**config.mk**
```make
export PLATFORM = sky130hd
export DESIGN_NAME = pipelineRegs
export DESIGN_NICKNAME = d
export VERILOG_FILES = /design/src/pipeRegPkg.sv /design/src/decodeStageReg.sv /design/src/executeStageReg.sv /design/src/fetchStageReg.sv /design/src/memAccessStageReg.sv /design/src/memResponseStageReg.sv /design/src/pipelineRegs.sv /design/src/writebackStageReg.sv
export SDC_FILE = /design/constraint.sdc
export NUM_CORES = 1
export LEC_CHECK = 0
export CORE_AREA = 2 2 192 175
export CTS_CLUSTER_SIZE = 20
export DETAILED_ROUTE_END_ITERATION = 8
export DIE_AREA = 0 0 194 177
export DONT_BUFFER_PORTS = 1
export GPL_TIMING_DRIVEN = 0
export SLEW_MARGIN = 10
export SYNTH_ARGS = -nofsm -noshare
export SYNTH_HDL_FRONTEND = slang
export SYNTH_HIERARCHICAL = 1
export SYNTH_SLANG_ARGS = --single-unit
```
**constraint.sdc**
```tcl
create_clock -name clk -period 1.7 [get_ports clk]
set_clock_uncertainty 0.1 [all_clocks]
set_input_delay 0.085 -clock clk [delete_from_list [all_inputs] [get_ports clk]]
set_output_delay 0.085 -clock clk [all_outputs]
set_load 0.02 [all_outputs]
```
**src/pipeRegPkg.sv**
```systemverilog
package pipeRegPkg;

	localparam int addrWidth = 32;
	localparam int dataWidth = 32;
	localparam int regAddrWidth = 5;
	localparam int excCodeWidth = 5;

	// one word ahead of the boot vector, so the first fetch lands on it
	localparam logic [addrWidth-1:0] fetchResetPc = 32'hbfbf_fffc;

	localparam logic [excCodeWidth-1:0] excOverflow = 5'd12;

	typedef struct packed {
		logic [5:0] opcode;
		logic [regAddrWidth-1:0] rs;
		logic [regAddrWidth-1:0] rt;
		logic [regAddrWidth-1:0] rd;
		logic [4:0] shamt;
		logic [5:0] funct;
	} rTypeFields;

	typedef struct packed {
		logic [5:0] opcode;
		logic [regAddrWidth-1:0] rs;
		logic [regAddrWidth-1:0] rt;
		logic [15:0] imm16;
	} iTypeFields;

	typedef struct packed {
		logic [5:0] opcode;
		logic [25:0] target26;
	} jTypeFields;

	// the same fetched word seen as register fields, immediate or jump target
	typedef union packed {
		rTypeFields rType;
		iTypeFields iType;
		jTypeFields jType;
	} instrWord;

endpackage

```
**src/decodeStageReg.sv**
```systemverilog
`timescale 1ns/100ps

module decodeStageReg (
	input logic clk,
	input logic rst,
	input logic wr,
	input logic flush,
	input logic [pipeRegPkg::addrWidth-1:0] pc,
	input logic exception,
	input logic [pipeRegPkg::excCodeWidth-1:0] excCode,
	input pipeRegPkg::instrWord instr,
	output logic [pipeRegPkg::addrWidth-1:0] idPc,
	output logic idException,
	output logic [pipeRegPkg::excCodeWidth-1:0] idExcCode,
	output logic [5:0] opcode,
	output logic [pipeRegPkg::regAddrWidth-1:0] rs,
	output logic [pipeRegPkg::regAddrWidth-1:0] rt,
	output logic [pipeRegPkg::regAddrWidth-1:0] rd,
	output logic [4:0] shamt,
	output logic [5:0] funct,
	output logic [15:0] imm16,
	output logic [25:0] target26
);

	pipeRegPkg::instrWord instrReg;

	always_ff @(posedge clk) begin
		if (rst || flush) begin
			idPc <= '0;
			idException <= 1'b0;
			idExcCode <= '0;
			instrReg <= '0;
		end else if (wr) begin
			idPc <= pc;
			idException <= exception;
			idExcCode <= excCode;
			instrReg <= instr;
		end
	end

	// the register fields come from the R view
	assign opcode = instrReg.rType.opcode;
	assign rs = instrReg.rType.rs;
	assign rt = instrReg.rType.rt;
	assign rd = instrReg.rType.rd;
	assign shamt = instrReg.rType.shamt;
	assign funct = instrReg.rType.funct;

	// immediate and jump target overlay the low bits of the same word
	assign imm16 = instrReg.iType.imm16;
	assign target26 = instrReg.jType.target26;

endmodule

```
**src/executeStageReg.sv**
```systemverilog
`timescale 1ns/100ps

module executeStageReg (
	input logic clk,
	input logic rst,
	input logic wr,
	input logic flush,
	input logic [pipeRegPkg::addrWidth-1:0] idPc,
	input logic idException,
	input logic [pipeRegPkg::excCodeWidth-1:0] idExcCode,
	input logic [pipeRegPkg::regAddrWidth-1:0] rt,
	input logic [pipeRegPkg::regAddrWidth-1:0] rd,
	input logic regDstRd,
	input logic regWrite,
	input logic memRead,
	input logic memWrite,
	output logic [pipeRegPkg::addrWidth-1:0] exPc,
	output logic exException,
	output logic [pipeRegPkg::excCodeWidth-1:0] exExcCode,
	output logic [pipeRegPkg::regAddrWidth-1:0] exDest,
	output logic exRegWrite,
	output logic exMemRead,
	output logic exMemWrite,
	output logic stall
);

	logic [pipeRegPkg::regAddrWidth-1:0] destSel;

	// R-type writes rd, immediate forms write rt
	assign destSel = regDstRd ? rd : rt;

	always_ff @(posedge clk) begin
		if (rst || flush) begin
			exPc <= '0;
			exException <= 1'b0;
			exExcCode <= '0;
			exDest <= '0;
			exRegWrite <= 1'b0;
			exMemRead <= 1'b0;
			exMemWrite <= 1'b0;
			stall <= 1'b0;
		end else if (wr) begin
			exPc <= idPc;
			exException <= idException;
			exExcCode <= idExcCode;
			exDest <= destSel;
			exRegWrite <= regWrite;
			exMemRead <= memRead;
			exMemWrite <= memWrite;
			stall <= 1'b0;
		end else begin
			stall <= 1'b1;
		end
	end

	// the decoder never issues a load and a store for one instruction
	loadStoreExclusive: assert property (@(posedge clk) disable iff (rst)
		!(exMemRead && exMemWrite))
		else $error("execute stage holds both memRead and memWrite");

endmodule

```
**src/fetchStageReg.sv**
```systemverilog
`timescale 1ns/100ps

module fetchStageReg (
	input logic clk,
	input logic rst,
	input logic wr,
	input logic flush,
	input logic [pipeRegPkg::addrWidth-1:0] nextPc,
	input logic fetchException,
	input logic [pipeRegPkg::excCodeWidth-1:0] fetchExcCode,
	output logic [pipeRegPkg::addrWidth-1:0] pc,
	output logic exception,
	output logic [pipeRegPkg::excCodeWidth-1:0] excCode,
	output logic stall
);

	always_ff @(posedge clk) begin
		if (rst || flush) begin
			pc <= pipeRegPkg::fetchResetPc;
			exception <= 1'b0;
			excCode <= '0;
			stall <= 1'b0;
		end else if (wr) begin
			pc <= nextPc;
			exception <= fetchException;
			excCode <= fetchExcCode;
			stall <= 1'b0;
		end else begin
			// hazard unit is holding the front end
			stall <= 1'b1;
		end
	end

	// a flush from the hazard unit must release the front end on the next cycle
	stallReleasedByFlush: assert property (@(posedge clk) flush |=> !stall)
		else $error("fetch stall still set after flush");

endmodule

```
**src/memAccessStageReg.sv**
```systemverilog
`timescale 1ns/100ps

module memAccessStageReg (
	input logic clk,
	input logic rst,
	input logic wr,
	input logic flush,
	input logic [pipeRegPkg::addrWidth-1:0] exPc,
	input logic exException,
	input logic [pipeRegPkg::excCodeWidth-1:0] exExcCode,
	input logic [pipeRegPkg::regAddrWidth-1:0] exDest,
	input logic exRegWrite,
	input logic exMemRead,
	input logic [pipeRegPkg::dataWidth-1:0] aluResult,
	input logic overflow,
	output logic [pipeRegPkg::addrWidth-1:0] m1Pc,
	output logic m1Exception,
	output logic [pipeRegPkg::excCodeWidth-1:0] m1ExcCode,
	output logic [pipeRegPkg::regAddrWidth-1:0] m1Dest,
	output logic m1RegWrite,
	output logic m1MemRead,
	output logic [pipeRegPkg::dataWidth-1:0] m1Result
);

	logic takeOverflow;

	// an exception raised earlier in the pipe keeps priority over overflow
	assign takeOverflow = overflow && !exException;

	always_ff @(posedge clk) begin
		if (rst || flush) begin
			m1Pc <= '0;
			m1Exception <= 1'b0;
			m1ExcCode <= '0;
			m1Dest <= '0;
			m1RegWrite <= 1'b0;
			m1MemRead <= 1'b0;
			m1Result <= '0;
		end else if (wr) begin
			m1Pc <= exPc;
			m1Exception <= exException || takeOverflow;
			m1ExcCode <= takeOverflow ? pipeRegPkg::excOverflow : exExcCode;
			m1Dest <= exDest;
			m1RegWrite <= exRegWrite;
			m1MemRead <= exMemRead;
			m1Result <= aluResult;
		end
	end

	// a code only travels with a raised flag, from fetch or from here
	codeImpliesException: assert property (@(posedge clk) disable iff (rst)
		(m1ExcCode != '0) |-> m1Exception)
		else $error("exception code %0d carried without exception flag", m1ExcCode);

endmodule

```
**src/memResponseStageReg.sv**
```systemverilog
`timescale 1ns/100ps

module memResponseStageReg (
	input logic clk,
	input logic rst,
	input logic wr,
	input logic flush,
	input logic [pipeRegPkg::addrWidth-1:0] m1Pc,
	input logic m1Exception,
	input logic [pipeRegPkg::excCodeWidth-1:0] m1ExcCode,
	input logic [pipeRegPkg::regAddrWidth-1:0] m1Dest,
	input logic m1RegWrite,
	input logic m1MemRead,
	input logic [pipeRegPkg::dataWidth-1:0] m1Result,
	output logic [pipeRegPkg::addrWidth-1:0] m2Pc,
	output logic m2Exception,
	output logic [pipeRegPkg::excCodeWidth-1:0] m2ExcCode,
	output logic [pipeRegPkg::regAddrWidth-1:0] m2Dest,
	output logic m2RegWrite,
	output logic m2MemRead,
	output logic [pipeRegPkg::dataWidth-1:0] m2Result
);

	// request state waits here while the data memory returns the load
	always_ff @(posedge clk) begin
		if (rst || flush) begin
			m2Pc <= '0;
			m2Exception <= 1'b0;
			m2ExcCode <= '0;
			m2Dest <= '0;
			m2RegWrite <= 1'b0;
			m2MemRead <= 1'b0;
			m2Result <= '0;
		end else if (wr) begin
			m2Pc <= m1Pc;
			m2Exception <= m1Exception;
			m2ExcCode <= m1ExcCode;
			m2Dest <= m1Dest;
			m2RegWrite <= m1RegWrite;
			m2MemRead <= m1MemRead;
			m2Result <= m1Result;
		end
	end

endmodule

```
**src/pipelineRegs.sv**
```systemverilog
`timescale 1ns/100ps

module pipelineRegs (
	input logic clk,
	input logic rst,
	input logic ifWr,
	input logic ifFlush,
	input logic idWr,
	input logic idFlush,
	input logic exWr,
	input logic exFlush,
	input logic mem1Wr,
	input logic mem1Flush,
	input logic mem2Wr,
	input logic mem2Flush,
	input logic wbWr,
	input logic wbFlush,
	input logic [pipeRegPkg::addrWidth-1:0] nextPc,
	input logic fetchException,
	input logic [pipeRegPkg::excCodeWidth-1:0] fetchExcCode,
	input pipeRegPkg::instrWord instr,
	input logic regDstRd,
	input logic regWrite,
	input logic memRead,
	input logic memWrite,
	input logic [pipeRegPkg::dataWidth-1:0] aluResult,
	input logic overflow,
	input logic [pipeRegPkg::dataWidth-1:0] loadData,
	output logic [pipeRegPkg::addrWidth-1:0] ifPc,
	output logic ifStall,
	output logic [5:0] opcode,
	output logic [pipeRegPkg::regAddrWidth-1:0] rs,
	output logic [pipeRegPkg::regAddrWidth-1:0] rt,
	output logic [15:0] imm16,
	output logic [25:0] target26,
	output logic [pipeRegPkg::regAddrWidth-1:0] exDest,
	output logic exStall,
	output logic [pipeRegPkg::addrWidth-1:0] wbPc,
	output logic wbException,
	output logic [pipeRegPkg::excCodeWidth-1:0] wbExcCode,
	output logic [pipeRegPkg::regAddrWidth-1:0] wbDest,
	output logic wbRegWrite,
	output logic [pipeRegPkg::dataWidth-1:0] wbResult
);

	logic ifException;
	logic [pipeRegPkg::excCodeWidth-1:0] ifExcCode;

	logic [pipeRegPkg::addrWidth-1:0] idPc;
	logic idException;
	logic [pipeRegPkg::excCodeWidth-1:0] idExcCode;
	logic [pipeRegPkg::regAddrWidth-1:0] idRd;

	logic [pipeRegPkg::addrWidth-1:0] exPc;
	logic exException;
	logic [pipeRegPkg::excCodeWidth-1:0] exExcCode;
	logic exRegWrite;
	logic exMemRead;

	logic [pipeRegPkg::addrWidth-1:0] m1Pc;
	logic m1Exception;
	logic [pipeRegPkg::excCodeWidth-1:0] m1ExcCode;
	logic [pipeRegPkg::regAddrWidth-1:0] m1Dest;
	logic m1RegWrite;
	logic m1MemRead;
	logic [pipeRegPkg::dataWidth-1:0] m1Result;

	logic [pipeRegPkg::addrWidth-1:0] m2Pc;
	logic m2Exception;
	logic [pipeRegPkg::excCodeWidth-1:0] m2ExcCode;
	logic [pipeRegPkg::regAddrWidth-1:0] m2Dest;
	logic m2RegWrite;
	logic m2MemRead;
	logic [pipeRegPkg::dataWidth-1:0] m2Result;

	fetchStageReg fetch_i (
		.clk(clk), .rst(rst), .wr(ifWr), .flush(ifFlush),
		.nextPc(nextPc), .fetchException(fetchException), .fetchExcCode(fetchExcCode),
		.pc(ifPc), .exception(ifException), .excCode(ifExcCode), .stall(ifStall)
	);

	// shamt and funct go to the ALU decoder, which lives outside this block
	decodeStageReg decode_i (
		.clk(clk), .rst(rst), .wr(idWr), .flush(idFlush),
		.pc(ifPc), .exception(ifException), .excCode(ifExcCode), .instr(instr),
		.idPc(idPc), .idException(idException), .idExcCode(idExcCode),
		.opcode(opcode), .rs(rs), .rt(rt), .rd(idRd), .shamt(), .funct(),
		.imm16(imm16), .target26(target26)
	);

	executeStageReg execute_i (
		.clk(clk), .rst(rst), .wr(exWr), .flush(exFlush),
		.idPc(idPc), .idException(idException), .idExcCode(idExcCode),
		.rt(rt), .rd(idRd), .regDstRd(regDstRd), .regWrite(regWrite),
		.memRead(memRead), .memWrite(memWrite),
		.exPc(exPc), .exException(exException), .exExcCode(exExcCode), .exDest(exDest),
		.exRegWrite(exRegWrite), .exMemRead(exMemRead), .exMemWrite(), .stall(exStall)
	);

	memAccessStageReg memAccess_i (
		.clk(clk), .rst(rst), .wr(mem1Wr), .flush(mem1Flush),
		.exPc(exPc), .exException(exException), .exExcCode(exExcCode), .exDest(exDest),
		.exRegWrite(exRegWrite), .exMemRead(exMemRead),
		.aluResult(aluResult), .overflow(overflow),
		.m1Pc(m1Pc), .m1Exception(m1Exception), .m1ExcCode(m1ExcCode), .m1Dest(m1Dest),
		.m1RegWrite(m1RegWrite), .m1MemRead(m1MemRead), .m1Result(m1Result)
	);

	memResponseStageReg memResponse_i (
		.clk(clk), .rst(rst), .wr(mem2Wr), .flush(mem2Flush),
		.m1Pc(m1Pc), .m1Exception(m1Exception), .m1ExcCode(m1ExcCode), .m1Dest(m1Dest),
		.m1RegWrite(m1RegWrite), .m1MemRead(m1MemRead), .m1Result(m1Result),
		.m2Pc(m2Pc), .m2Exception(m2Exception), .m2ExcCode(m2ExcCode), .m2Dest(m2Dest),
		.m2RegWrite(m2RegWrite), .m2MemRead(m2MemRead), .m2Result(m2Result)
	);

	writebackStageReg writeback_i (
		.clk(clk), .rst(rst), .wr(wbWr), .flush(wbFlush),
		.m2Pc(m2Pc), .m2Exception(m2Exception), .m2ExcCode(m2ExcCode), .m2Dest(m2Dest),
		.m2RegWrite(m2RegWrite), .m2MemRead(m2MemRead), .m2Result(m2Result),
		.loadData(loadData),
		.wbPc(wbPc), .wbException(wbException), .wbExcCode(wbExcCode), .wbDest(wbDest),
		.wbRegWrite(wbRegWrite), .wbResult(wbResult)
	);

endmodule

```
**src/writebackStageReg.sv**
```systemverilog
`timescale 1ns/100ps

module writebackStageReg (
	input logic clk,
	input logic rst,
	input logic wr,
	input logic flush,
	input logic [pipeRegPkg::addrWidth-1:0] m2Pc,
	input logic m2Exception,
	input logic [pipeRegPkg::excCodeWidth-1:0] m2ExcCode,
	input logic [pipeRegPkg::regAddrWidth-1:0] m2Dest,
	input logic m2RegWrite,
	input logic m2MemRead,
	input logic [pipeRegPkg::dataWidth-1:0] m2Result,
	input logic [pipeRegPkg::dataWidth-1:0] loadData,
	output logic [pipeRegPkg::addrWidth-1:0] wbPc,
	output logic wbException,
	output logic [pipeRegPkg::excCodeWidth-1:0] wbExcCode,
	output logic [pipeRegPkg::regAddrWidth-1:0] wbDest,
	output logic wbRegWrite,
	output logic [pipeRegPkg::dataWidth-1:0] wbResult
);

	always_ff @(posedge clk) begin
		if (rst || flush) begin
			wbPc <= '0;
			wbException <= 1'b0;
			wbExcCode <= '0;
			wbDest <= '0;
			wbRegWrite <= 1'b0;
			wbResult <= '0;
		end else if (wr) begin
			wbPc <= m2Pc;
			wbException <= m2Exception;
			wbExcCode <= m2ExcCode;
			wbDest <= m2Dest;
			// a faulting instruction must not touch the register file
			wbRegWrite <= m2RegWrite && !m2Exception;
			wbResult <= m2MemRead ? loadData : m2Result;
		end
	end

endmodule
```
# ---- Yosys cells after proc, flatten, opt, wreduce, memory -nomap -nowiden
# Cells that the tools add are included.
dict set report word_totals {
  latch_bits 0
  ram_bits 0
  n_memories 0
  romBits 0
  regBits 385
  wordCells 51
  in_bits 153
}
dict set report classes {
  magnitude_cmp 0
  div 0
  n_mux 5
  eq_ne 0
  n_shift 0
  mul 0
  n_bitwise 0
  n_reduce_logical 11
  add_sub_neg 0
}
# cell count
set op_table {}
lappend op_table {{$mux 32} 1}
lappend op_table {{$mux 5} 2}
lappend op_table {{$logic_or 1x1->1} 7}
lappend op_table {{$logic_and 1x1->1} 2}
lappend op_table {{$logic_not 1->1} 2}
lappend op_table {{$mux 1} 2}

# ---- Depth between registers and ports, before layout
dict set report depth {
  depth_word 3
  mapped_depth 5
}

# ---- Cells and area by module
# The synthesis kept the hierarchy.
# mod seq_area_each_um2 cells_each n_inst area_each_um2
set by_module_without_submodules {}
lappend by_module_without_submodules {writebackStageReg 1521.5 287 1 3051.7}
lappend by_module_without_submodules {decodeStageReg 1401.3 269 1 2862.7}
lappend by_module_without_submodules {memAccessStageReg 1541.5 254 1 2787.7}
lappend by_module_without_submodules {memResponseStageReg 1541.5 250 1 2746.4}
lappend by_module_without_submodules {executeStageReg 940.9 110 1 1555.2}
lappend by_module_without_submodules {fetchStageReg 780.7 126 1 1387.6}

# ---- Least setup slack after synthesis
# No wires, ideal clock.
dict set report synth_path {
  path_kind {reg2reg}
  start {register decode_i/instrReg[15] (netlist name)}
  end {register execute_i/exDest[4] (netlist name)}
  t_arrival_ns 0.982
  synth_period_minus_slack_ns 1.199
  path_buffers 1
  path_slack_ns 0.501
  path_stages_with_launch 4
  required_ns 1.483
  cell_sequence {dfxtp_1 > buf_4 > mux2_1 > a22o_1}
}
dict set report synth_between {
  elab_chain_cells 1
}
# element line_no
set synth_rtl {}
lappend synth_rtl {{start, declared} decodeStageReg.sv:25} ;# pipeRegPkg::instrWord instrReg;
lappend synth_rtl {{start signal, assigned} decodeStageReg.sv:37} ;# instrReg <= instr;
lappend synth_rtl {{$mux 5} executeStageReg.sv:30} ;# assign destSel = regDstRd ? rd : rt;
lappend synth_rtl {{end signal, assigned} executeStageReg.sv:46} ;# exDest <= destSel;
lappend synth_rtl {{end, declared} executeStageReg.sv:20} ;# output logic [pipeRegPkg::regAddrWidth-1:0] exDest,
# No other way between the ends.
# A chain may end at the register's enable or synchronous reset.

# ---- Final worst setup path
dict set report layout_path {
  start {input mem1Wr}
  end {register memAccess_i.m1Exception}
}
# element line_no
set layout_lines {}
lappend layout_lines {{start, declared} pipelineRegs.sv:12} ;# input logic mem1Wr,
lappend layout_lines {{end signal, assigned} memAccessStageReg.sv:41} ;# m1Exception <= exException || takeOverflow;
lappend layout_lines {{end, declared} memAccessStageReg.sv:17} ;# output logic m1Exception,
# No word-level cell between the ends.

==> impl_metrics.ini <==
[final_layout]
final_area_mm2 = 0.0187
insertedDiodeCount = 0
nNetsFinal = 1738
layout-area-overhead-vs-synth_pct = 30.8
post_route_cells_drive_above_1_share = 0.128

[routing]
final_antenna_net_count = 0
drc_errors = 0
drt-total-wl_um = 36700
vias = 10100
detailedRoute.firstPassIterationCount = 7
initialDrtViolationCount = 411
routedWlPerCell_um = 18.0
via_per_inst = 4.96

[worst_setup_path]
critical_path.cell_chain = dlygate4sd3_1 > buf_4 > buf_2 > a211oi_1 > dlygate4sd3_1
crit_path_frequent_cell = sky130_fd_sc_hd__dlygate4sd3_1
worst_r2r_startpoint = fetch_i/pc[22]
path_class = input pin to flop
worst_ep_arrival_time_ns = 1.98
regToRegSetupSlack_ns = 0.11
reg2reg_depth = 3
endpoint = memAccess_i/m1Exception
path_depth = 5
worst_path_bufs_invs = 4
worstSetupStartpoint = mem1Wr
worst_path_dominant_cell_family = buffers and inverters
cpMaxStageDelayCell = sky130_fd_sc_hd__dlygate4sd3_1
startpoint_kind_of_the_worst_setup_timing_path = input pin
max_stage_delay_ns = 0.57
crit_path_end_kind = flop
path_max_fanout = 10
required_ns = 2.02
regToRegEndpoint = fetch_i/pc[22]

[pwr]
p_leak_nw = 8.01
power_mw = 19.6
power_per_cell_area_mw_per_mm2 = 1050
vdd_ir_drop_max_v = 0.000851

[timing]
setup-tns-final_ns = 0
finalSetupViolCount = 0
max_clock_freq_mhz = 603
hold_viol = 0
final_period_minus_worst_setup_slack_ns = 1.66
grt_setup_unrepaired = no
timing.max_slew.rel_slack = 0.648
layout_worst_path_cycle_share = 0.976
worst_pin_slew_ns = 0.528
hold_ws_ns = 0.0271
final_max_slew_viol_count = 0

[clock_tree]
clockBufferDepth = 3
cts.root.buffer_cell = sky130_fd_sc_hd__clkbuf_16
cts_tree = built
cts_buffers = 40
cts_setup_buffers = 0
clkLatencyLatePin_ns = 0.53
cts-htree-levels = 2
cts.sink_count = 385
worst_setup_hold_path_clk_slew_ns = 0.06

[logic_synthesis]
synthesis.nets = 1442
synth.avg_cell_area_um2 = 11.1
post_synth_instance_area_mm2 = 0.0143
synthesis.yosys.warnings = 6
synthesis.instances = 1289

[place]
placement.io_buffers = 0
post_dp_cell_area_mm2 = 0.0149
detailed_place_hpwl_um = 23900
gp_routability_congestion = 0.735

[die]
die-width_um = 194
num_io_pins = 326
core_area_mm2 = 0.0325
dieHeight_um = 177
die_area_mm2 = 0.0343
floorplan.initialDensity = 0.441
row_count = 63

[global_route]
grt_usage = 0.209
globalRoute.totalOverflow = 0
antenna_violations_before_repair = 0
grt_max_degree = 14
grt_first_pass_wirelength_um = 57100
first_global_vias = 10100

[worst_hold_path]
hold_path_class = input pin to flop

[status]
status = finished clean

[job]
max_cap_violations = 0
[repair_timing]
action | in CTS | in global routing
hold endpoints to repair | 241 | 11
hold buffers | 259 | 1
setup endpoints to repair | 0 | 79
resized for setup | 0 | 10
[metal layers]
metal  track usage  wire (µm)
met1         0.275      16800
met2         0.349      17100
met3        0.0446       2080
met4        0.0568        695
met5             0          0
[state kept, by name, summed over array words and instances, names as in the netlist, 5 cells and up]
| name | count |
|---|---|
| decode_i/idExcCode | 5 |
| decode_i/idPc | 32 |
| decode_i/instrReg | 32 |
| execute_i/exDest | 5 |
| execute_i/exExcCode | 5 |
| execute_i/exPc | 32 |
| fetch_i/excCode | 5 |
| fetch_i/pc | 32 |
| memAccess_i/m1Dest | 5 |
| memAccess_i/m1ExcCode | 5 |
| memAccess_i/m1Pc | 32 |
| memAccess_i/m1Result | 32 |
| memResponse_i/m2Dest | 5 |
| memResponse_i/m2ExcCode | 5 |
| memResponse_i/m2Pc | 32 |
| memResponse_i/m2Result | 32 |
| writeback_i/wbDest | 5 |
| writeback_i/wbExcCode | 5 |
| writeback_i/wbPc | 32 |
| writeback_i/wbResult | 32 |
[power breakdown]
part | switching, mW | total, mW | internal [mW] | leakage, nW
clock network | 3.48 | 8.68 | 5.20 | 0.656
logic | 0.726 | 1.56 | 0.833 | 4.23
registers | 0.212 | 9.40 | 9.19 | 3.12
[cell usage in the layout (no fill, tap or decap), types with 8 or more instances in the layout]
cell type	instances
sky130_fd_sc_hd__a22o_1	45
sky130_fd_sc_hd__dfxtp_1	385
sky130_fd_sc_hd__clkbuf_16	41
sky130_fd_sc_hd__clkbuf_1	9
sky130_fd_sc_hd__nor2_1	309
sky130_fd_sc_hd__clkbuf_8	11
sky130_fd_sc_hd__buf_4	51
sky130_fd_sc_hd__nand2_1	28
sky130_fd_sc_hd__a211oi_2	8
sky130_fd_sc_hd__buf_6	43
sky130_fd_sc_hd__a211oi_1	27
sky130_fd_sc_hd__dlygate4sd3_1	253
sky130_fd_sc_hd__buf_2	23
sky130_fd_sc_hd__mux2i_1	331
[worst min-delay path by stage]
stage / end / startpoint / cells past startpoint
final: memAccess_i/m1Result[25] / rst / 4
after global routing: memAccess_i/m1Pc[7] / rst / 4
after CTS: memAccess_i/m1Pc[7] / rst / 4
after detailed placement: execute_i/exRegWrite / regWrite / 1
after global placement: execute_i/exRegWrite / regWrite / 1
after floorplan: execute_i/exMemRead / memRead / 1
[metrics by stage]
step	util	worst slack, ns	cells
2_1_floorplan	-	0.501	1289
3_3_place_gp	0.457	0.400	1711
6_report	0.577	0.0406	2035
4_1_cts	0.578	0.0105	2040
5_1_grt	0.577	0.0110	2035
3_5_place_dp	0.457	0.395	1711
[cell type report]
cell class / count / area, µm²
multi-input combinational: 773 / 5490
fill: 2704 / 13700
sequential: 385 / 7710
clock inverter: 12 / 120
tap: 422 / 528
clock buffer: 58 / 1200
timing repair buffer: 255 / 2560
buffer: 130 / 1130
[worst min-delay path, cell delays in order]
cell and delay [ns]:
sky130_fd_sc_hd__or2_1 0.12, sky130_fd_sc_hd__buf_6 0.20, sky130_fd_sc_hd__buf_6 0.16, sky130_fd_sc_hd__nor2_1 0.05
Note: power is estimated with default switching activity, not from simulation.
